===== src/source/quplsPkg.sv =====
package quplsPkg;

// ==============================
// Opcodes
// ==============================

// Seven bit major opcodes with fixed codes
// Any code not listed here decodes as illegal
typedef enum logic [6:0] {
	OP_NOP   = 7'd0,
	OP_ADD   = 7'd4,
	OP_SUB   = 7'd5,
	OP_AND   = 7'd8,
	OP_OR    = 7'd9,
	OP_ADDI  = 7'd32,
	OP_CMPI  = 7'd33,
	OP_MULI  = 7'd34,
	OP_DIVI  = 7'd35,
	OP_SUBFI = 7'd37,
	OP_ANDI  = 7'd40,
	OP_ORI   = 7'd41,
	OP_EORI  = 7'd42,
	OP_JSR   = 7'd48,
	OP_LDB   = 7'd64,
	OP_LDBU  = 7'd65,
	OP_LDW   = 7'd66,
	OP_LDWU  = 7'd67,
	OP_LDT   = 7'd68,
	OP_LDTU  = 7'd69,
	OP_LDO   = 7'd70,
	OP_CACHE = 7'd71,
	OP_STB   = 7'd80,
	OP_STW   = 7'd81,
	OP_STT   = 7'd82,
	OP_STO   = 7'd83
} opcode_t;

// ==============================
// Instruction and result formats
// ==============================

// Immediate forms reuse the rb bits as the low part of the immediate
typedef struct packed {
	logic [8:0] immHi;
	logic       swapBit;
	logic [4:0] rb;
	logic [4:0] ra;
	logic [4:0] rt;
	opcode_t    opcode;
} instruction_t;

// Width of the immediate built from immHi and rb
localparam int IMM_BITS = 14;

// Everything the issue side needs from one instruction
typedef struct packed {
	opcode_t     op;
	logic [4:0]  rt;
	logic [4:0]  ra;
	logic [4:0]  rb;
	logic [31:0] imm;
	logic        hasImm;
	logic        swap;
	logic        isLoad;
	logic        isStore;
	logic        writesRt;
	logic        illegal;
} decoded_t;

// States of the stage that sequence both four-phase handshakes
typedef enum logic [1:0] {
	S_IDLE,
	S_HOLD,
	S_DRAIN
} hsState_t;

// True for the groups that carry an immediate
// These are the same groups in which bit 22 can swap the operands
function automatic logic fnImmForm(input opcode_t op);
	case (op)
		OP_ADDI, OP_CMPI, OP_MULI, OP_DIVI, OP_SUBFI,
		OP_ANDI, OP_ORI, OP_EORI, OP_JSR,
		OP_LDB, OP_LDBU, OP_LDW, OP_LDWU, OP_LDT, OP_LDTU, OP_LDO, OP_CACHE,
		OP_STB, OP_STW, OP_STT, OP_STO:
			fnImmForm = 1'b1;
		default:
			fnImmForm = 1'b0;
	endcase
endfunction

endpackage


===== src/source/decodeBus.sv =====
`timescale 1ns/1ps

// Latched instruction out to the sub-decoders and their results back
interface decodeBus import quplsPkg::*; ();

	// Instruction held by the stage for the whole decode
	instruction_t instr;

	// Operand swap result
	logic swap;

	// Immediate results
	logic [31:0] imm;
	logic hasImm;

	// Register fields and class flags
	logic [4:0] rt;
	logic [4:0] ra;
	logic [4:0] rb;
	logic isLoad;
	logic isStore;
	logic writesRt;
	logic illegal;

	modport stage (output instr, input swap, imm, hasImm, rt, ra, rb,
		isLoad, isStore, writesRt, illegal);
	modport swapDec (input instr, output swap);
	modport immDec (input instr, output imm, hasImm);
	modport regDec (input instr, output rt, ra, rb, isLoad, isStore, writesRt, illegal);

endinterface


===== src/source/decodeImm.sv =====
`timescale 1ns/1ps

// Immediate decoder
// Builds the 32 bit immediate from the upper instruction bits
module decodeImm import quplsPkg::*;
(
	decodeBus.immDec bus
);

	// ==============================
	// Field extraction
	// ==============================

	// Raw immediate with immHi on top and the rb bits below
	logic [IMM_BITS-1:0] immField;

	// Sign bit of the raw field which is instruction bit 31
	logic immSign;

	// Sign-extended value before qualification by opcode
	logic [31:0] immExt;

	// High when the opcode carries an immediate
	logic immForm;

	assign immField = {bus.instr.immHi, bus.instr.rb};
	assign immSign = immField[IMM_BITS-1];

	// Replicate the sign across the upper bits
	assign immExt = {{(32 - IMM_BITS){immSign}}, immField};

	// ==============================
	// Qualification
	// ==============================

	// Same opcode classes as the swap decoder
	assign immForm = fnImmForm(bus.instr.opcode);

	assign bus.hasImm = immForm;

	// Register forms reuse these bits as rb so the immediate reads as zero
	// Illegal codes fall out of fnImmForm and also give zero
	always_comb
	begin
		if (immForm)
			bus.imm = immExt;
		else
			bus.imm = 32'd0;
	end

endmodule


===== src/source/decodeRegs.sv =====
`timescale 1ns/1ps

// Register field and class decoder
// Keeps only the register numbers that an opcode really uses
module decodeRegs import quplsPkg::*;
(
	decodeBus.regDec bus
);

	// Field enables chosen per opcode group
	logic useRa;
	logic useRb;

	always_comb
	begin
		// Defaults cover the immediate groups that only read ra
		useRa = 1'b1;
		useRb = 1'b0;
		bus.writesRt = 1'b0;
		bus.isLoad = 1'b0;
		bus.isStore = 1'b0;
		bus.illegal = 1'b0;
		case (bus.instr.opcode)
			// A no-op touches no register at all
			OP_NOP:
				useRa = 1'b0;
			OP_ADD, OP_SUB, OP_AND, OP_OR:
			begin
				useRb = 1'b1;
				bus.writesRt = 1'b1;
			end
			OP_ADDI, OP_MULI, OP_DIVI, OP_SUBFI, OP_ANDI, OP_ORI, OP_EORI, OP_JSR:
				bus.writesRt = 1'b1;
			// Compare only sets flags and has no target
			OP_CMPI:
				useRa = 1'b1;
			OP_LDB, OP_LDBU, OP_LDW, OP_LDWU, OP_LDT, OP_LDTU, OP_LDO:
			begin
				bus.isLoad = 1'b1;
				bus.writesRt = 1'b1;
			end
			// Cache control goes down the load path but returns nothing
			OP_CACHE:
				bus.isLoad = 1'b1;
			OP_STB, OP_STW, OP_STT, OP_STO:
				bus.isStore = 1'b1;
			// Anything outside the enum
			default:
			begin
				useRa = 1'b0;
				bus.illegal = 1'b1;
			end
		endcase
	end

	// Unused fields are forced to zero so the issue side sees no false hazards
	assign bus.ra = useRa ? bus.instr.ra : 5'd0;
	assign bus.rb = useRb ? bus.instr.rb : 5'd0;
	assign bus.rt = bus.writesRt ? bus.instr.rt : 5'd0;

endmodule


===== src/source/decodeStage.sv =====
`timescale 1ns/1ps

// Decode stage with a four-phase handshake on each side
// One instruction is in flight at a time
module decodeStage import quplsPkg::*;
(
	input  logic         clk,
	input  logic         reset,
	input  logic         inReq,
	output logic         inAck,
	input  instruction_t instr,
	output logic         outReq,
	input  logic         outAck,
	output decoded_t     decoded
);

	hsState_t state;

	// Set between the latch edge and the result edge while idle
	logic haveInstr;

	// Strobes for the payload registers
	logic loadInstr;
	logic loadResult;

	// Combined result of the three sub-decoders
	decoded_t decodeNow;

	decodeBus bus ();

	decodeSwap swapDec0 (.bus(bus.swapDec));
	decodeImm immDec0 (.bus(bus.immDec));
	decodeRegs regDec0 (.bus(bus.regDec));

	// ==============================
	// Handshake control
	// ==============================

	assign loadInstr = (state == S_IDLE) && !haveInstr && inReq;
	assign loadResult = (state == S_IDLE) && haveInstr;

	always_ff @(posedge clk)
	begin
		if (reset)
		begin
			state <= S_IDLE;
			haveInstr <= 1'b0;
			inAck <= 1'b0;
			outReq <= 1'b0;
		end
		else
		begin
			case (state)
				S_IDLE:
				begin
					if (loadInstr)
						haveInstr <= 1'b1;
					// Decode has had a full cycle so both sides are told at once
					if (loadResult)
					begin
						haveInstr <= 1'b0;
						inAck <= 1'b1;
						outReq <= 1'b1;
						state <= S_HOLD;
					end
				end
				S_HOLD:
				begin
					// Each side closes on its own schedule
					if (!inReq)
						inAck <= 1'b0;
					if (outAck)
						outReq <= 1'b0;
					// Move on once both lines are low or go low on this edge
					if ((!inAck || !inReq) && (!outReq || outAck))
						state <= S_DRAIN;
				end
				S_DRAIN:
				begin
					// The consumer still has to release ack before a new word
					if (!outAck)
						state <= S_IDLE;
				end
				default:
					state <= S_IDLE;
			endcase
		end
	end

	// ==============================
	// Payload registers
	// ==============================

	// Zeroing rule for illegal opcodes applied on top of the sub-decoders
	always_comb
	begin
		decodeNow = '0;
		if (bus.illegal)
		begin
			decodeNow.op = OP_NOP;
			decodeNow.illegal = 1'b1;
		end
		else
		begin
			decodeNow.op = bus.instr.opcode;
			decodeNow.rt = bus.rt;
			decodeNow.ra = bus.ra;
			decodeNow.rb = bus.rb;
			decodeNow.imm = bus.imm;
			decodeNow.hasImm = bus.hasImm;
			decodeNow.swap = bus.swap;
			decodeNow.isLoad = bus.isLoad;
			decodeNow.isStore = bus.isStore;
			decodeNow.writesRt = bus.writesRt;
		end
	end

	// The instruction stays put until the next word is accepted
	// and decoded holds steady while outReq is high
	always_ff @(posedge clk)
	begin
		if (loadInstr)
			bus.instr <= instr;
		if (loadResult)
			decoded <= decodeNow;
	end

endmodule


===== src/source/decodeSwap.sv =====
`timescale 1ns/1ps

// Operand swap decoder
// Bit 22 asks for the immediate to be used as operand A instead of B
// A reversed subtract such as SUBFI relies on this
module decodeSwap import quplsPkg::*;
(
	decodeBus.swapDec bus
);

	// Set when the opcode belongs to a group where bit 22 has meaning
	logic swapAllowed;

	// The swap groups are exactly the immediate-bearing groups
	// Jump, loads and stores count too since they add an immediate offset
	assign swapAllowed = fnImmForm(bus.instr.opcode);

	// Register forms and illegal codes never swap
	// Bit 22 there is part of an unused field and must not leak out
	always_comb
	begin
		if (swapAllowed)
			bus.swap = bus.instr.swapBit;
		else
			bus.swap = 1'b0;
	end

endmodule


===== src/source/decodeTop.sv =====
`timescale 1ns/1ps

// Top level of the decode stage
// Fetch connects on the in side and issue on the out side
module decodeTop import quplsPkg::*;
(
	// Clock and synchronous reset
	input  logic         clk,
	input  logic         reset,

	// ==============================
	// Fetch side
	// ==============================

	// Instruction word must stay stable from inReq high until inAck high
	input  logic         inReq,
	output logic         inAck,
	input  instruction_t instr,

	// ==============================
	// Issue side
	// ==============================

	// Each rise of outReq marks one new decoded result
	output logic         outReq,
	input  logic         outAck,
	output decoded_t     decoded
);

	// Single decode lane
	decodeStage stage0
	(
		.clk(clk),
		.reset(reset),
		.inReq(inReq),
		.inAck(inAck),
		.instr(instr),
		.outReq(outReq),
		.outAck(outAck),
		.decoded(decoded)
	);

endmodule


===== config.mk =====
export PLATFORM = sky130hd
export DESIGN_NAME = decodeTop
export DESIGN_NICKNAME = d
export VERILOG_FILES = /design/src/source/quplsPkg.sv /design/src/source/decodeBus.sv /design/src/source/decodeImm.sv /design/src/source/decodeRegs.sv /design/src/source/decodeStage.sv /design/src/source/decodeSwap.sv /design/src/source/decodeTop.sv
export SDC_FILE = /design/constraint.sdc
export NUM_CORES = 1
export LEC_CHECK = 0
export BUFFER_PORTS_ARGS = -buffer_cell sky130_fd_sc_hd__buf_4
export CAP_MARGIN = 20
export CORE_MARGIN = 3
export CORE_UTILIZATION = 35
export DETAILED_ROUTE_END_ITERATION = 7
export SETUP_SLACK_MARGIN = 0.05
export SKIP_CTS_REPAIR_TIMING = 1
export SYNTH_ARGS = -nofsm -noshare
export SYNTH_HDL_FRONTEND = slang
export SYNTH_SLANG_ARGS = --single-unit

===== constraint.sdc =====
create_clock -name clk -period 5.95 [get_ports clk]
set_clock_uncertainty 0.15 [all_clocks]
set_input_delay 1.785 -clock clk [delete_from_list [all_inputs] [get_ports clk]]
set_output_delay 1.785 -clock clk [all_outputs]
set_load 0.005 [all_outputs]

==> flow_metrics.py <==
metrics = {
    "worst_setup_path": {
        "critical_path_class": "reg2out",
        "max_stage_delay_ns": 0.67,
        "cp-end-kind": "primary output",
        "start_kind": "flop",
        "cp_num_buf_inv": 1,
        "cp_top_family": "flip-flops",
        "cp.required_ns": 4.01,
        "cp_data_arrival_time_ns": 1.20,
        "cpMaxStageDelayCell": "edfxtp_1",
        "critical_path.cell_chain": "buf_4",
        "crit_fanout": 19,
    },
    "yosys": {
        "yosys.area.top_type": "edfxtp_1",
        "synth-seq-cells": 79,
        "synth_ff_type": "edfxtp_1",
        "synthMuxAreaShare": 0,
        "synthesis.nets": 260,
        "synthesis.area_mm2": 0.00331,
        "synth_top_family_by_area": "compound AO/OA/AOI/OAI gates",
        "synthTopCellsByArea": "edfxtp_1 (67%), buf_4 (4.1%), a21boi_2 (3.1%)",
        "synth_compound_area_frac": 0.143,
        "avgSynthCellArea_um2": 14.8,
        "synth_cell_types": 42,
        "syn_inst": 224,
        "synth-simple-area-share": 0.0812,
        "synthXorXnorAreaFrac": 0.00529,
        "async_flop_share": 0,
        "synth_top_area_share": 0.670,
        "synth_edf_count": 74,
        "yosysMostFrequentCell": "edfxtp_1",
        "ys_seq_area_frac": 0.701,
        "yosysWarnings": 0,
        "ys_top_cells_by_count": "edfxtp_1 (74), buf_4 (18), a21boi_0 (12)",
        "synthAdderAreaFrac": 0,
    },
    "floorplan": {
        "io_pins": 98,
        "start_util": 0.369,
        "die_h_um": 103,
        "rows": 34,
        "die_area_mm2": 0.0107,
        "core-area_mm2": 0.00898,
        "die_w_um": 103,
    },
    "placed_design": {
        "place.detailed.hpwl_um": 4270,
        "portBuffers": 97,
        "dp_cells": 422,
        "placed_area_mm2": 0.00405,
        "place.gp.congestion": 0.803,
    },
    "min_path": {
        "hp-class": "reg2reg",
    },
    "cts": {
        "cts_root_buf": "clkbuf_8",
        "cts_buffers": 9,
        "clock_sinks": 79,
        "clockBufferDepth": 2,
        "htreeDepth": 3,
        "clk_latency_ns": 0.33,
        "tritoncts": "yes",
        "clkTransAtPathRegs_ns": 0.08,
    },
    "grt": {
        "grt_remaining_overflow": 0,
        "grt_pass1_vias": 1859,
        "grt_max_degree": 37,
        "grt_antenna_before_repair": 1,
        "track_usage": 0.118,
        "grt_pass1_wl_um": 9320,
    },
    "final_layout": {
        "fin_cells": 439,
        "n_fill_cell": 795,
        "area_growth_pct": 28.0,
        "nets": 344,
        "num_antenna_cells": 0,
        "final_util": 0.473,
        "drive_above_1_share": 0.425,
        "fin_area_mm2": 0.00424,
    },
    "status": {
        "status": "completed",
    },
    "sta": {
        "worst_pin_slew_ns": 0.859,
        "max_freq_mhz": 319,
        "finalCriticalPeriod_ns": 3.14,
        "setup_viol": 0,
        "fin_tns_setup_ns": 0,
        "relSlewSlack": 0.427,
        "hold_viol_final": 0,
        "slew_viol_final": 0,
        "post-route-period-util": 0.528,
        "grt_setup_unrepaired": "false",
    },
    "drt": {
        "detail_route.wl_per_cell_um": 13.6,
        "drc": 0,
        "postRouteAntennaNets": 0,
        "drt_iter0_drc": 54,
        "drt-total-wl_um": 5990,
        "vias_per_cell": 4.53,
        "via_count": 1988,
        "drt_pre_antenna_iters": 4,
    },
    "job": {
        "drv_cap": 0,
    },
    "power": {
        "pwr_density_cell_mw_per_mm2": 283,
        "leakagePower_uw": 0.00162,
        "irDropWorstVdd_mv": 0.157,
    },
}
## cells by family (layout without fill, tap and decap cells)
family	Yosys count	in the layout
AO/OA/AOI/OAI	61	61
XOR/XNOR	2	2
buffers and inverters	36	125
flip-flops	79	79
AND/OR/NAND/NOR	46	46
## registers in the layout, indices dropped and copies added, names as in the netlist
register / cells
stage0.decoded: 42
stage0.bus.instr: 32
stage0.state: 2
stage0.haveInstr: 1
stage0.inAck: 1
stage0.outReq: 1
## layout by cell type, fill, tap and decap left out, types with 3 or more instances in the layout
cell type	count
o21bai_1	3
clkbuf_8	9
buf_4	99
edfxtp_1	74
a21boi_1	3
a21oi_1	11
nand2b_1	7
dfxtp_1	5
and2_1	5
nor2_1	7
o21ai_0	3
a31oi_1	5
inv_1	8
nor2b_1	5
clkinv_2	3
a21boi_0	12
nand2_1	4
nor3_1	7
a21boi_2	9
## tightest hold or removal path, cell delays in order, from the launching register on
cell	delay (ns)
dfxtp_1	0.34
o21ai_0	0.08
a21oi_1	0.06
## path summary, 6_finish.rpt
| kind | startpoint | to | slack (ns) | depth (start not counted) |
|---|---|---|---|---|
| worst min register to register | stage0.outReq$_SDFFE_PP0P_ | stage0.outReq$_SDFFE_PP0P_ | 0.37 | 2 |
| worst max-delay path | stage0.decoded[19]$_SDFFCE_PN0P_ | decoded[26] | 2.81 | 1 |
| worst max register to register | stage0.bus.instr[2]$_DFFE_PP_ | stage0.decoded[19]$_SDFFCE_PN0P_ | 3.59 | 4 |
| worst min-delay path | stage0.outReq$_SDFFE_PP0P_ | stage0.outReq$_SDFFE_PP0P_ | 0.37 | 2 |
## routing by layer
layer | part of all wire | track usage
met5 | 0.0023 | 0
met4 | 0.011 | 0.0627
met3 | 0.070 | 0.0322
met2 | 0.50 | 0.188
met1 | 0.42 | 0.146
## final cells by class
| class | instances | area (um^2) | share of cell area |
|---|---|---|---|
| sequential | 79 | 2320 | 0.547 |
| inverter | 8 | 30.0 | 0.00708 |
| tap | 126 | 158 | 0.0371 |
| clock inverter | 7 | 63.8 | 0.0150 |
| multi-input combinational | 109 | 778 | 0.183 |
| clock buffer | 9 | 124 | 0.0292 |
| timing repair buffer | 101 | 768 | 0.181 |
## stage by stage
step	power [uW]	setup slack, ns	hold WS (ns)
4_1_cts	1220	2.75	0.369
3_5_place_dp	841	3.01	0.354
2_1_floorplan	773	0.116	0.335
5_1_grt	1260	2.66	0.401
3_3_place_gp	835	3.03	0.357
6_report	1200	2.81	0.366
## report_power, final
group          internal (uW)  total, uW  leakage, uW  switching [uW]
logic                   76.8        141     0.000778            64.4
clock network            190        375    0.0000924             185
registers                658        685     0.000749            26.6
total                    925       1200      0.00162             276
(Power assumes the default switching activity.)
